[src/rtl/chip_pkg.sv]
// Shared types for the debug harness
// RAM request, debug pin groups, snoop configuration and test status codes
`default_nettype none

package chip_pkg;

  // Word address width of the main RAM
  localparam int RamAw = 10;

  // One host access to the main RAM
  typedef struct packed {
    logic             req;
    logic             write;
    logic [RamAw-1:0] addr;
    logic [31:0]      wdata;
  } ram_req_t;

  // JTAG signals toward the chip
  typedef struct packed {
    logic tck;
    logic tms;
    logic trst_n;
    logic tdi;
  } jtag_pins_t;

  // SPI device signals toward the chip
  typedef struct packed {
    logic sck;
    logic csb;
    logic mosi;
  } spi_pins_t;

  // Input debug pads, dps2 is the only output and is not part of this group
  typedef struct packed {
    logic dps0;
    logic dps1;
    logic dps3;
    logic dps4;
    logic dps5;
    logic dps6;
    logic dps7;
  } dps_in_t;

  // Codes written by software to the test status location
  typedef enum logic [15:0] {
    StatusInBoot = 16'hb090,
    StatusInTest = 16'h4354,
    StatusPassed = 16'h900d,
    StatusFailed = 16'hbaad
  } sw_status_e;

  // Watched addresses and enable for the write snoop
  typedef struct packed {
    logic [RamAw-1:0] log_addr;
    logic [RamAw-1:0] status_addr;
    logic             enable;
  } snoop_cfg_t;

endpackage

`default_nettype wire
[src/rtl/sw_status_snoop.sv]
// Software status and log snoop
// Watches host writes to the main RAM and raises one-cycle event pulses
`timescale 1ns/1ps
`default_nettype none

module sw_status_snoop (
  input  wire logic                 clk_i,
  input  wire logic                 reset_i,
  input  wire chip_pkg::ram_req_t   req_i,
  input  wire chip_pkg::snoop_cfg_t cfg_i,
  output logic                      status_valid_o,
  output chip_pkg::sw_status_e      status_o,
  output logic                      log_valid_o,
  output logic [31:0]               log_data_o
);

  logic                 wr_seen;
  logic                 status_hit;
  logic                 log_hit;

  logic                 status_valid_q;
  chip_pkg::sw_status_e status_q;
  logic                 log_valid_q;
  logic [31:0]          log_data_q;

  // Qualified write to the RAM port
  assign wr_seen = req_i.req & req_i.write & cfg_i.enable;

  // Both hits may fire together when the two addresses match
  assign status_hit = wr_seen && (req_i.addr == cfg_i.status_addr);
  assign log_hit    = wr_seen && (req_i.addr == cfg_i.log_addr);

  // Event pulses
  always_ff @(posedge clk_i) begin
    if (reset_i) begin
      status_valid_q <= 1'b0;
      log_valid_q    <= 1'b0;
    end else begin
      status_valid_q <= status_hit;
      log_valid_q    <= log_hit;
    end
  end

  // Event data, only the low half-word carries a status code
  always_ff @(posedge clk_i) begin
    if (status_hit) begin
      status_q <= chip_pkg::sw_status_e'(req_i.wdata[15:0]);
    end
    if (log_hit) begin
      log_data_q <= req_i.wdata;
    end
  end

  assign status_valid_o = status_valid_q;
  assign status_o       = status_q;
  assign log_valid_o    = log_valid_q;
  assign log_data_o     = log_data_q;

  // Disabled snoop stays quiet on the following cycle
  no_event_when_disabled_a: assert property (
    @(posedge clk_i) disable iff (reset_i)
    !cfg_i.enable |=> !(status_valid_o || log_valid_o)
  ) else $error("snoop event while disabled");

endmodule

`default_nettype wire

[config.mk]
export PLATFORM = sky130hd
export DESIGN_NAME = sw_status_snoop
export DESIGN_NICKNAME = d
export VERILOG_FILES = /design/src/rtl/chip_pkg.sv /design/src/rtl/sw_status_snoop.sv
export SDC_FILE = /design/constraint.sdc
export NUM_CORES = 1
export LEC_CHECK = 0
export ABC_AREA = 1
export BUFFER_PORTS_ARGS = -buffer_cell sky130_fd_sc_hd__buf_2
export CORE_UTILIZATION = 35
export CTS_CLUSTER_DIAMETER = 80
export CTS_CLUSTER_SIZE = 10
export DETAILED_ROUTE_END_ITERATION = 8
export HOLD_SLACK_MARGIN = 0.02
export PLACE_DENSITY = 0.73
export RECOVER_POWER = 25
export SKIP_CTS_REPAIR_TIMING = 1
export SKIP_LAST_GASP = 1
export SYNTH_ARGS = -nofsm -noshare
export SYNTH_HDL_FRONTEND = slang
export SYNTH_SLANG_ARGS = --single-unit
[constraint.sdc]
create_clock -name clk_i -period 2.4 [get_ports clk_i]
set_clock_uncertainty 0.1 [all_clocks]
set_input_delay 0.48 -clock clk_i [delete_from_list [all_inputs] [get_ports clk_i]]
set_output_delay 0.48 -clock clk_i [all_outputs]
set_load 0.005 [all_outputs]
==> impl_metrics.json <==
{
  "run_status": "finished, final reports clean",
  "post-route-period-util": 0.5986,
  "io_pins": 117,
  "antenna_found_initial": 1,
  "placement.io_buffers": 116,
  "synthDistinctLibCells": 12,
  "postSynthRegisterBits": 50,
  "syn_inst": 142,
  "synth.cell_area_sq_um": 1896,
  "number_of_cells_traversed_by_the_worst_hold_path": 1,
  "fp-row-count": 26,
  "startpoint_of_the_worst_hold_path": "req_i[29]",
  "final_core_utilization": 0.5208,
  "die_area_sq_um": 5714,
  "synthDominantCellAreaShare": 0.7604,
  "synth_area_per_cell_sq_um": 13.35,
  "max-clock-path-buffers": 2,
  "cts-buffers-inserted": 5,
  "synth_sequential_area_ratio": 0.7815,
  "filler_cell_count": 443,
  "cells_after_dpl": 330,
  "first_pass_detailed_route_iteration_total": 4,
  "initial_utilization": 0.3665,
  "drv_cap": 0,
  "htreeDepth": 2,
  "synth_largest_area_cell": "sky130_fd_sc_hd__edfxtp_1",
  "drt-total-wl_um": 3527,
  "cts_num_sinks": 50,
  "fin_nets": 334,
  "min_path_type": "primary input to flip-flop",
  "overflow": 0,
  "timing.critical_path.required_ns": 2.28,
  "whs_endpoint": "log_data_o[29]",
  "worst_slew_margin": 0.8575,
  "layout-drive-gt1-share": 0.4963,
  "worstSetupEndpointType": "flip-flop",
  "power-per-cell-area_nw_per_um2": 598.6,
  "detail_route.drc_violations": 0,
  "final_period_minus_worst_setup_slack_ns": 1.437,
  "detailroute.via_count": 1379,
  "crit_fanout": 32,
  "power_leakage_nw": 1.265,
  "setup_viol": 0,
  "insertedDiodeCount": 0,
  "track_usage": 0.1171,
  "clock_root_buffer": "sky130_fd_sc_hd__clkbuf_8",
  "setup_tns_ns": 0,
  "final_hold_fails": 0,
  "unrepaired_setup_endpoints_after_global_routing": "no",
  "worstSetupPathType": "primary input to flip-flop",
  "timing_worst_slew_pin_value_ns": 0.2137,
  "clock_pin_slew_on_the_worst_setup_and_hold_paths_ns": 0.09,
  "ir_worst_vdd_mv": 0.2279,
  "net_count_after_synthesis": 209,
  "wl_per_cell_um": 10.43,
  "gp_congestion": 0.7605,
  "synth_top_flop_cell": "sky130_fd_sc_hd__edfxtp_1",
  "synth_edf_count": 48,
  "place.detailed.hpwl_um": 2816,
  "first_global_vias": 1187,
  "stdcell_count": 338,
  "area_growth_pct": 42.11,
  "grt_first_pass_wirelength_um": 4878,
  "top_cells_by_count_synth": "48 x sky130_fd_sc_hd__edfxtp_1, 48 x sky130_fd_sc_hd__nand2_1, 21 x sky130_fd_sc_hd__inv_1, 5 x sky130_fd_sc_hd__nor2_2, 5 x sky130_fd_sc_hd__xnor2_1",
  "critPathArrivalTime_ns": 1.32,
  "synthArstFlopShare": 0,
  "ant_nets": 0,
  "cts_tree": "done",
  "critical_path.startpoint_type": "primary input",
  "grt_start_max_net_pins": 33,
  "maxSlewViolCount": 0,
  "dieHeight_um": 75.59,
  "first_iter_violations": 29,
  "coreArea_sq_um": 5172,
  "die-width_um": 75.59,
  "finalHoldWorstSlack_ns": 0.2516,
  "netlist_top_cells_area": "sky130_fd_sc_hd__edfxtp_1 76%, sky130_fd_sc_hd__nand2_1 9.5%, sky130_fd_sc_hd__inv_1 4.2%",
  "avgViaCountPerCell": 4.080,
  "fmax_mhz": 696.1,
  "synthesis.yosys.warnings": 0
}
[worst max-delay path by stage]
stage / start / endpoint / slack (ns) / cells after the start
detailed placement: req_i[32] / status_o[13] / 0.64 / 9
global route: req_i[32] / status_o[15] / 0.84 / 9
CTS: req_i[32] / status_o[9] / 0.95 / 9
finish: req_i[43] / log_data_o[15] / 0.96 / 8
global placement: req_i[36] / status_o[13] / 0.64 / 9
floorplan: req_i[43] / log_data_o[0] / 0.37 / 6
[placed cells by master (no fill, tap or decap)]
cell type,n
sky130_fd_sc_hd__nand2_1,48
sky130_fd_sc_hd__bufinv_16,1
sky130_fd_sc_hd__edfxtp_1,48
sky130_fd_sc_hd__nor2_4,1
sky130_fd_sc_hd__nand3_1,1
sky130_fd_sc_hd__nor2_1,3
sky130_fd_sc_hd__inv_2,4
sky130_fd_sc_hd__nor2_2,5
sky130_fd_sc_hd__buf_4,1
sky130_fd_sc_hd__clkbuf_8,5
sky130_fd_sc_hd__nand3_2,2
sky130_fd_sc_hd__dfxtp_1,2
sky130_fd_sc_hd__clkbuf_1,5
sky130_fd_sc_hd__xnor2_1,5
sky130_fd_sc_hd__inv_1,21
sky130_fd_sc_hd__xor2_1,2
sky130_fd_sc_hd__buf_2,113
sky130_fd_sc_hd__buf_12,1
[final cells by class]
type	count	area, sq um	share of cell area
multi-input combinational	67	320.3	0.1189
tap	70	87.58	0.03251
sequential	50	1481	0.5499
timing repair buffer	118	604.3	0.2243
inverter	25	93.84	0.03484
clock buffer	7	76.32	0.02833
clock inverter	1	30.03	0.01115
[registers in the layout, summed over array words and instances, names as in the netlist]
name            cells
status_o           16
log_data_o         32
log_valid_o         1
status_valid_o      1
[cells by family after synthesis]
family                 after synthesis  synth area share
buffers and inverters               25           0.04950
flip-flops                          50            0.7815
XOR/XNOR                             7           0.03234
AND/OR/NAND/NOR                     60            0.1366
[power by group]
| part | internal (mW) | total (mW) | leakage, nW | switching [mW] |
|---|---|---|---|---|
| clock network | 0.311 | 0.548 | 0.0524 | 0.236 |
| logic | 0.0586 | 0.111 | 0.766 | 0.0523 |
| registers | 0.954 | 0.954 | 0.447 | 0.0000241 |
[per-layer routing]
layer | global-route usage | part of all wire | vias up
met1 | 0.1094 | 0.37 | 585
met2 | 0.2173 | 0.49 | 80
met5 | 0 | 0.0028 | -
li1 | - | - | 703
met4 | 0.05967 | 0.021 | 2
met3 | 0.04894 | 0.12 | 9
[worst max-delay path, stage by stage]
cell                      delay [ns]
sky130_fd_sc_hd__buf_2          0.07
sky130_fd_sc_hd__nand2_1        0.07
sky130_fd_sc_hd__nor2_4         0.09
sky130_fd_sc_hd__nand3_1        0.07
sky130_fd_sc_hd__nor2_1         0.13
sky130_fd_sc_hd__nand3_2        0.09
sky130_fd_sc_hd__inv_1          0.10
sky130_fd_sc_hd__buf_12         0.20
[metrics by stage]
step	instance area, sq um	power, mW	setup WS [ns]
after floorplan	1896	1.017	0.3745
after global routing	2694	1.664	0.8367
final	2694	1.612	0.9635
after global placement	2591	1.083	0.6448
after CTS	2698	1.626	0.9482
after detailed placement	2591	1.087	0.6420
(Power assumes the default switching activity.)
