$ cat src/rtl/chip_pkg.sv
// Shared types for the debug harness
// RAM request, debug pin groups, snoop configuration and test status codes
`default_nettype none

package chip_pkg;

  // Word address width of the main RAM
  localparam int RamAw = 10;

  // One host access to the main RAM
  typedef struct packed {
    logic             req;
    logic             write;
    logic [RamAw-1:0] addr;
    logic [31:0]      wdata;
  } ram_req_t;

  // JTAG signals toward the chip
  typedef struct packed {
    logic tck;
    logic tms;
    logic trst_n;
    logic tdi;
  } jtag_pins_t;

  // SPI device signals toward the chip
  typedef struct packed {
    logic sck;
    logic csb;
    logic mosi;
  } spi_pins_t;

  // Input debug pads, dps2 is the only output and is not part of this group
  typedef struct packed {
    logic dps0;
    logic dps1;
    logic dps3;
    logic dps4;
    logic dps5;
    logic dps6;
    logic dps7;
  } dps_in_t;

  // Codes written by software to the test status location
  typedef enum logic [15:0] {
    StatusInBoot = 16'hb090,
    StatusInTest = 16'h4354,
    StatusPassed = 16'h900d,
    StatusFailed = 16'hbaad
  } sw_status_e;

  // Watched addresses and enable for the write snoop
  typedef struct packed {
    logic [RamAw-1:0] log_addr;
    logic [RamAw-1:0] status_addr;
    logic             enable;
  } snoop_cfg_t;

endpackage

`default_nettype wire
$ cat src/rtl/snoop_cfg_regs.sv
// Snoop configuration registers
// Watched log address, watched status address and the snoop enable
`timescale 1ns/1ps
`default_nettype none

module snoop_cfg_regs #(
  parameter logic [chip_pkg::RamAw-1:0] LogAddrRst    = '0,
  parameter logic [chip_pkg::RamAw-1:0] StatusAddrRst = '0
) (
  input  wire logic                 clk_i,
  input  wire logic                 reset_i,
  input  wire logic                 cfg_we_i,
  input  wire logic [1:0]           cfg_sel_i,
  input  wire logic [31:0]          cfg_wdata_i,
  output chip_pkg::snoop_cfg_t      cfg_o
);

  // Field selects
  localparam logic [1:0] SelLogAddr    = 2'd0;
  localparam logic [1:0] SelStatusAddr = 2'd1;
  localparam logic [1:0] SelEnable     = 2'd2;

  chip_pkg::snoop_cfg_t cfg_q;

  always_ff @(posedge clk_i) begin
    if (reset_i) begin
      cfg_q.log_addr    <= LogAddrRst;
      cfg_q.status_addr <= StatusAddrRst;
      cfg_q.enable      <= 1'b1;
    end else if (cfg_we_i) begin
      case (cfg_sel_i)
        SelLogAddr: begin
          cfg_q.log_addr <= cfg_wdata_i[chip_pkg::RamAw-1:0];
        end
        SelStatusAddr: begin
          cfg_q.status_addr <= cfg_wdata_i[chip_pkg::RamAw-1:0];
        end
        SelEnable: begin
          cfg_q.enable <= cfg_wdata_i[0];
        end
        // Select 3 is reserved, write dropped
        default: ;
      endcase
    end
  end

  assign cfg_o = cfg_q;

endmodule

`default_nettype wire

$ cat config.mk
export PLATFORM = sky130hd
export DESIGN_NAME = snoop_cfg_regs
export DESIGN_NICKNAME = d
export VERILOG_FILES = /design/src/rtl/chip_pkg.sv /design/src/rtl/snoop_cfg_regs.sv
export SDC_FILE = /design/constraint.sdc
export NUM_CORES = 1
export LEC_CHECK = 0
export CORE_MARGIN = 2
export CORE_UTILIZATION = 40
export CTS_BUF_LIST = sky130_fd_sc_hd__clkbuf_8
export CTS_CLUSTER_DIAMETER = 200
export DETAILED_ROUTE_END_ITERATION = 12
export DONT_BUFFER_PORTS = 1
export HOLD_SLACK_MARGIN = 0.1
export MAX_ROUTING_LAYER = met4
export PLACE_DENSITY = 0.57
export SETUP_SLACK_MARGIN = 0.02
export SYNTH_ARGS = -nofsm -noshare
export SYNTH_HDL_FRONTEND = slang
export SYNTH_SLANG_ARGS = --single-unit
$ cat constraint.sdc
create_clock -name clk_i -period 1 [get_ports clk_i]
set_clock_uncertainty 0.15 [all_clocks]
set_input_delay 0.2 -clock clk_i [delete_from_list [all_inputs] [get_ports clk_i]]
set_output_delay 0.2 -clock clk_i [all_outputs]
set_load 0.05 [all_outputs]
==> impl_metrics.json, run 1 <==
{
  "p_leak_uw": 0.000656,
  "nets": 157,
  "wl_per_cell_um": 12.8,
  "die_height_um": 51.2,
  "synth_area_leaders": "dfxtp_1 (47%), mux2i_1 (24%), nand2b_1 (21%)",
  "cp_data_arrival_time_ps": 760,
  "yosys_register_bits": 21,
  "synth_top_area_frac": 0.471,
  "switching_share": 0.255,
  "clkTransAtPathRegs_ps": 80,
  "viasPerCell": 4.77,
  "yosysUniqueCellTypes": 10,
  "final_cell_area_um2": 1540,
  "fmax_mhz": 904,
  "synth_top_cell_by_area": "dfxtp_1",
  "cts_tree": "built",
  "slew_headroom": 0.770,
  "initial_core_util": 0.411,
  "status": "finished with violations",
  "layout-drive-gt1-share": 0.454,
  "hold_class": "input port to flop",
  "syn_area_per_cell_um2": 10.6,
  "cts_made_buffers": 3,
  "synth_area_um2": 892,
  "grt_max_degree": 33,
  "grt_setup_unrepaired": "true",
  "dp.final_hpwl_um": 1340,
  "power_switching_uw": 459,
  "io_pins": 58,
  "portBuffers": 0,
  "power.internal_uw": 1340,
  "setup_violations": 21,
  "holdPathEnd": "cfg_o[5]",
  "antenna_found_initial": 0,
  "clkSinkCount": 21,
  "power.total_uw": 1800,
  "ir_drop_mv": 0.848,
  "grt_usage": 0.163,
  "drt_iter0_drc": 3,
  "yosysSeqAreaShare": 0.471,
  "ant_nets": 0,
  "clock_latency_ps": 250,
  "critPathKind": "flop to primary output",
  "r2r_cells": 3,
  "worstHoldStart": "reset_i",
  "synth_nets": 121,
  "place_ws_ps": -201,
  "worst_slack_ps": -106,
  "pwr-share-comb": 0.198,
  "critPathTopFamily": "flip-flops",
  "htree_num_levels": 1,
  "crit_path_top_delay_cell": "dfxtp_2",
  "largest_reg_flops": 21,
  "core.rowCount": 17,
  "place_area_um2": 1370,
  "clockRootBuffer": "clkbuf_8",
  "yosys_warnings": 0,
  "core_area_um2": 2170,
  "power_density_nw_per_um2": 1170,
  "die_x_um": 51.2,
  "slowest_delay_ps": 360,
  "period_share": 1.11,
  "grt.overflow.total": 0,
  "grt_pass1_vias": 702,
  "finalWirelength_um": 1880,
  "diodes": 0,
  "min_path_cells": 2,
  "critPathCaptureType": "primary output",
  "max_slew.worst_pin.slew_ps": 346,
  "violations": "negative hold slack, negative setup slack",
  "cp_max_fo": 2,
  "place_congestion": 0.692,
  "grt_pass1_wl_um": 3120,
  "syn_to_final_growth_pct": 72.7,
  "finalHoldViolCount": 21,
  "p_seq_frac": 0.501,
  "route.vias.total": 701,
  "slew_viol_final": 0,
  "period_needed_ps": 1110,
  "max_cap_violations": 0,
  "start_kind": "flop",
  "critPathBufInv": 1,
  "timing.rr.start": "cfg_o[3]",
  "r2r-end": "cfg_o[3]",
  "first_pass_iters": 2,
  "hold_ws_ps": -39.7,
  "r2r_slack_ps": 130,
  "netlist_instances": 84,
  "cp.required_ps": 650,
  "drc_errors": 0,
  "clk_path_buf_depth": 2,
  "die_area_um2": 2620,
  "crit_path_cell_trace": "buf_12",
  "clkPwrFrac": 0.301
}
## cell usage after synthesis, drive strengths merged
cell	instances
nor3b	1
nand3b	2
clkbuf	3
or3b	1
mux2i	21
nand2b	30
and3b	1
nor2	2
buf	2
dfxtp	21
## worst max path at each step
stage | startpoint | end | slack [ps] | depth (start not counted)
4_1_cts | cfg_o[1] | cfg_o[1] | -110 | 1
2_1_floorplan | cfg_sel_i[1] | cfg_o[14] | -90 | 3
6_report | cfg_o[4] | cfg_o[4] | -110 | 1
5_1_grt | cfg_o[0] | cfg_o[0] | -130 | 1
3_3_place_gp | cfg_sel_i[1] | cfg_o[17] | -200 | 2
3_5_place_dp | cfg_sel_i[1] | cfg_o[17] | -200 | 2
## per-layer routing
metal	GRT usage	routed length, µm
met1	0.176	706
met2	0.294	1080
met3	0.0409	83
met4	0.0526	10
met5	-	0
## power groups by stage
stage	Combinational, µW	Sequential (µW)	Clock [µW]
3_5_place_dp	326	921	0
5_1_grt	373	906	599
6_report	357	902	543
2_1_floorplan	96.0	1010	0
3_3_place_gp	322	919	0
4_1_cts	348	903	558
## through the flow
| stage | utilization | TNS [ps] | instances |
|---|---|---|---|
| floorplan | - | -538 | 84 |
| global placement | 0.633 | -1160 | 130 |
| detailed placement | 0.633 | -1170 | 130 |
| CTS | 0.690 | -2190 | 142 |
| global route | 0.710 | -2620 | 147 |
| finish | 0.710 | -2040 | 147 |
## cells by family (layout without fill, tap and decap cells)
family,count (synthesis),after routing,share of synthesized area
buf+inv,5,40,0.0238
flops,21,21,0.471
mux,21,21,0.236
simple gates,37,37,0.269
## layout make-up
type	count	area (µm²)
Clock buffer	3	41.3
Multi-Input combinational cell	58	450
Fill cell	180	629
Tap cell	28	35.0
Timing Repair Buffer	36	563
Clock inverter	1	3.75
Sequential cell	21	447
## layout by cell type (no fill, tap or decap), drive strengths merged
cell type / netlist / layout
nand2b: 30 / 30
buf: 2 / 29
or3b: 1 / 1
nand3b: 2 / 2
mux2i: 21 / 21
dfxtp: 21 / 21
clkbuf: 3 / 3
and3b: 1 / 1
inv: 0 / 1
dlygate4sd3: 0 / 7
nor3b: 1 / 1
nor2: 2 / 2
## repair_timing
action,4_1_cts,5_1_grt
hold buffers,5,2
gates resized for setup,6,0
endpoints found under the setup margin,21,21
hold endpoints to repair,21,21
buffers inserted,3,3
(Power assumes the default switching activity.)
==> inputs of run 2 (changes only) <==
CTS_BUF_LIST = default   (was sky130_fd_sc_hd__clkbuf_8)
==> impl_metrics.json, run 2 (synthesis results as in run 1) <==
{
  "clkTransAtPathRegs_ps": 120,
  "crit_path_top_delay_cell": "dfxtp_2",
  "grt_setup_unrepaired": "true",
  "hold_class": "input port to flop",
  "violations": "negative hold slack, negative setup slack",
  "period_share": 1.17,
  "io_pins": 58,
  "slew_viol_final": 0,
  "final_common_cell": "nand2b_1",
  "die_area_um2": 2620,
  "drc_errors": 0,
  "grt_max_degree": 33,
  "slew_headroom": 0.771,
  "die_x_um": 51.2,
  "p_leak_uw": 0.000644,
  "clkSinkCount": 21,
  "cp.required_ps": 650,
  "ant_nets": 0,
  "ir_drop_mv": 0.769,
  "portBuffers": 0,
  "wl_per_cell_um": 12.9,
  "core.rowCount": 17,
  "cts_tree": "built",
  "cp_data_arrival_time_ps": 820,
  "power_density_nw_per_um2": 1100,
  "critPathKind": "flop to primary output",
  "max_cap_violations": 0,
  "largest_reg_flops": 21,
  "clockRootBuffer": "clkbuf_4",
  "cts_made_buffers": 3,
  "final_cell_mix": "nand2b_1 (30), buf_12 (22), mux2i_1 (21), dfxtp_2 (21)",
  "slowest_delay_ps": 380,
  "first_pass_iters": 2,
  "crit_path_cell_trace": "buf_12",
  "fmax_mhz": 853,
  "grt_pass1_wl_um": 3110,
  "period_needed_ps": 1170,
  "grt_usage": 0.169,
  "syn_to_final_growth_pct": 70.5,
  "worst_slack_ps": -172,
  "antenna_found_initial": 0,
  "finalWirelength_um": 1900,
  "max_slew.worst_pin.slew_ps": 343,
  "hold_ws_ps": -93.5,
  "die_height_um": 51.2,
  "critPathTopFamily": "flip-flops",
  "layout-drive-gt1-share": 0.454,
  "diodes": 0,
  "clock_latency_ps": 300,
  "initial_core_util": 0.411,
  "grt.overflow.total": 0,
  "place_area_um2": 1370,
  "clk_path_buf_depth": 2,
  "drt_iter0_drc": 1,
  "dp.final_hpwl_um": 1340,
  "cp_max_fo": 2,
  "critPathBufInv": 1,
  "viasPerCell": 4.88,
  "nFillCells": 183,
  "critPathCaptureType": "primary output",
  "core_area_um2": 2170,
  "htree_num_levels": 1,
  "grt_pass1_vias": 710,
  "final_cell_area_um2": 1520,
  "start_kind": "flop",
  "finalHoldViolCount": 21,
  "nets": 157,
  "status": "finished with violations",
  "place_congestion": 0.692,
  "setup_violations": 21,
  "route.vias.total": 717
}
run 2: cell types whose count changed in the layout (fill, tap and decap cells not counted):
| cell | delta |
|---|---|
| clkbuf_1 | +1 |
| inv_1 | -1 |
| clkbuf_4 | +3 |
| clkbuf_8 | -3 |
run 2: power by group:
| group | total [µW] | switching, µW | internal [µW] | leakage [µW] |
|---|---|---|---|---|
| clock network | 413 | 258 | 156 | 0.0000150 |
| logic | 357 | 159 | 198 | 0.000450 |
| registers | 903 | 30.8 | 872 | 0.000180 |
run 2: worst paths after layout:
kind	from	endpoint	slack, ps	cells after the start
max reg2reg	cfg_o[3]	cfg_o[3]	130	3
min reg2reg	cfg_o[5]	cfg_o[5]	350	2
min	reset_i	cfg_o[5]	-90	2
max	cfg_o[4]	cfg_o[4]	-170	1
run 2: worst reg2reg max path, cell delays in order (launching register included):
cell,delay (ps)
dfxtp_2,370
buf_4,100
nand2b_1,50
mux2i_1,140
run 2: through the flow:
| stage | TNS (ps) | instances | power, µW | worst slack, ps | utilization |
|---|---|---|---|---|---|
| 3_3_place_gp | -1160 | 130 | 1240 | -197 | 0.633 |
| 2_1_floorplan | -538 | 84 | 1100 | -89.7 | - |
| 4_1_cts | -3630 | 142 | 1680 | -180 | 0.682 |
| 3_5_place_dp | -1170 | 130 | 1250 | -201 | 0.633 |
| 6_report | -3370 | 147 | 1670 | -172 | 0.701 |
| 5_1_grt | -4150 | 147 | 1740 | -210 | 0.701 |
run 2: repair_timing:
item,in CTS,in global routing
hold buffers,5,2
setup endpoints to repair,21,21
endpoints found under the hold margin,21,21
setup buffers,3,3
resized for setup,6,0
run 2: final cells by class:
type / instances / area, µm² / area share
Multi-Input combinational cell: 58 / 450 / 0.296
Timing Repair Buffer: 36 / 563 / 0.370
Sequential cell: 21 / 447 / 0.294
Clock buffer: 4 / 26.3 / 0.0173
Tap cell: 28 / 35.0 / 0.0230
run 2: metal layers:
metal | GRT usage | up-vias | part of all wire
met1 | 0.168 | 348 | 0.36
met2 | 0.301 | 18 | 0.57
met5 | - | - | 0
met3 | 0.0322 | 4 | 0.044
li1 | - | 347 | -
met4 | 0.105 | 0 | 0.025
==> inputs of run 3 (changes only) <==
SKIP_CTS_REPAIR_TIMING = 1   (was default)
==> impl_metrics.json, run 3 (synthesis results as in run 1) <==
{
  "hold_class": "input port to flop",
  "critPathTopFamily": "flip-flops",
  "status": "finished with violations",
  "stdcell_count": 143,
  "clkSinkCount": 21,
  "io_pins": 58,
  "grt_pass1_wl_um": 2990,
  "die_height_um": 51.2,
  "dp.final_hpwl_um": 1340,
  "power.total_uw": 1670,
  "initial_core_util": 0.411,
  "critPathKind": "flop to primary output",
  "drt_iter0_drc": 1,
  "setup_violations": 21,
  "p_leak_uw": 0.000624,
  "core.rowCount": 17,
  "finalWirelength_um": 1890,
  "start_kind": "flop",
  "die_area_um2": 2620,
  "clock_latency_ps": 300,
  "clockRootBuffer": "clkbuf_4",
  "viasPerCell": 4.85,
  "ir_drop_mv": 0.768,
  "slowest_delay_ps": 380,
  "first_pass_iters": 2,
  "finalHoldViolCount": 21,
  "crit_path_cell_trace": "buf_12",
  "drc_errors": 0,
  "grt_pass1_vias": 690,
  "grt_usage": 0.163,
  "violations": "negative hold slack, negative setup slack",
  "route.vias.total": 694,
  "final_cell_area_um2": 1490,
  "clkTransAtPathRegs_ps": 120,
  "cp_data_arrival_time_ps": 820,
  "fmax_mhz": 853,
  "cts_made_buffers": 3,
  "place_ws_ps": -201,
  "syn_to_final_growth_pct": 66.6,
  "wl_per_cell_um": 13.2,
  "core_area_um2": 2170,
  "grt.overflow.total": 0,
  "dp_cells": 130,
  "htree_num_levels": 1,
  "ant_nets": 0,
  "final_common_cell": "nand2b_1",
  "slew_viol_final": 0,
  "period_needed_ps": 1170,
  "grt_max_degree": 33,
  "slew_headroom": 0.771,
  "max_slew.worst_pin.slew_ps": 343,
  "place_congestion": 0.692,
  "cts_tree": "built",
  "cp.required_ps": 650,
  "portBuffers": 0,
  "power_density_nw_per_um2": 1120,
  "largest_reg_flops": 21,
  "critPathCaptureType": "primary output",
  "critPathBufInv": 1,
  "crit_path_top_delay_cell": "dfxtp_2",
  "layout-drive-gt1-share": 0.452,
  "grt_setup_unrepaired": "true",
  "place_area_um2": 1370,
  "clk_path_buf_depth": 2,
  "worst_slack_ps": -172,
  "period_share": 1.17,
  "die_x_um": 51.2,
  "cp_max_fo": 2,
  "final_cell_mix": "nand2b_1 (30), buf_12 (22), mux2i_1 (21), dfxtp_2 (21)",
  "diodes": 0,
  "max_cap_violations": 0,
  "antenna_found_initial": 0,
  "hold_ws_ps": -91.4,
  "nets": 153
}
## run 3: layout make-up
cell class / instances / area [µm²]
clock buffer: 4 / 26.3
sequential: 21 / 447
tap: 28 / 35.0
timing repair buffer: 32 / 528
multi-input combinational: 58 / 450
fill: 184 / 683
## run 3: stage by stage
stage	utilization	setup TNS, ps
3_3_place_gp	0.633	-1160
2_1_floorplan	-	-538
3_5_place_dp	0.633	-1170
5_1_grt	0.685	-4150
4_1_cts	0.645	-3910
6_report	0.685	-3390
## run 3: where the power goes
group          switching, µW  internal [µW]
Clock                    260            156
Sequential              30.8            872
Combinational            158            190
## run 3: per-layer routing
layer  part of all wire  global-route usage  vias up
met5                  0                   -        -
met4              0.025               0.105        0
met3              0.045              0.0322        4
met2               0.56               0.294       18
met1               0.37               0.159      333
li1                   -                   -      339
## run 3: final timing paths
kind | from | end | slack [ps] | cells after the start
max | cfg_o[4] | cfg_o[4] | -170 | 1
min | reset_i | cfg_o[5] | -90 | 2
max reg2reg | cfg_o[3] | cfg_o[3] | 120 | 3
min reg2reg | cfg_o[5] | cfg_o[5] | 350 | 2
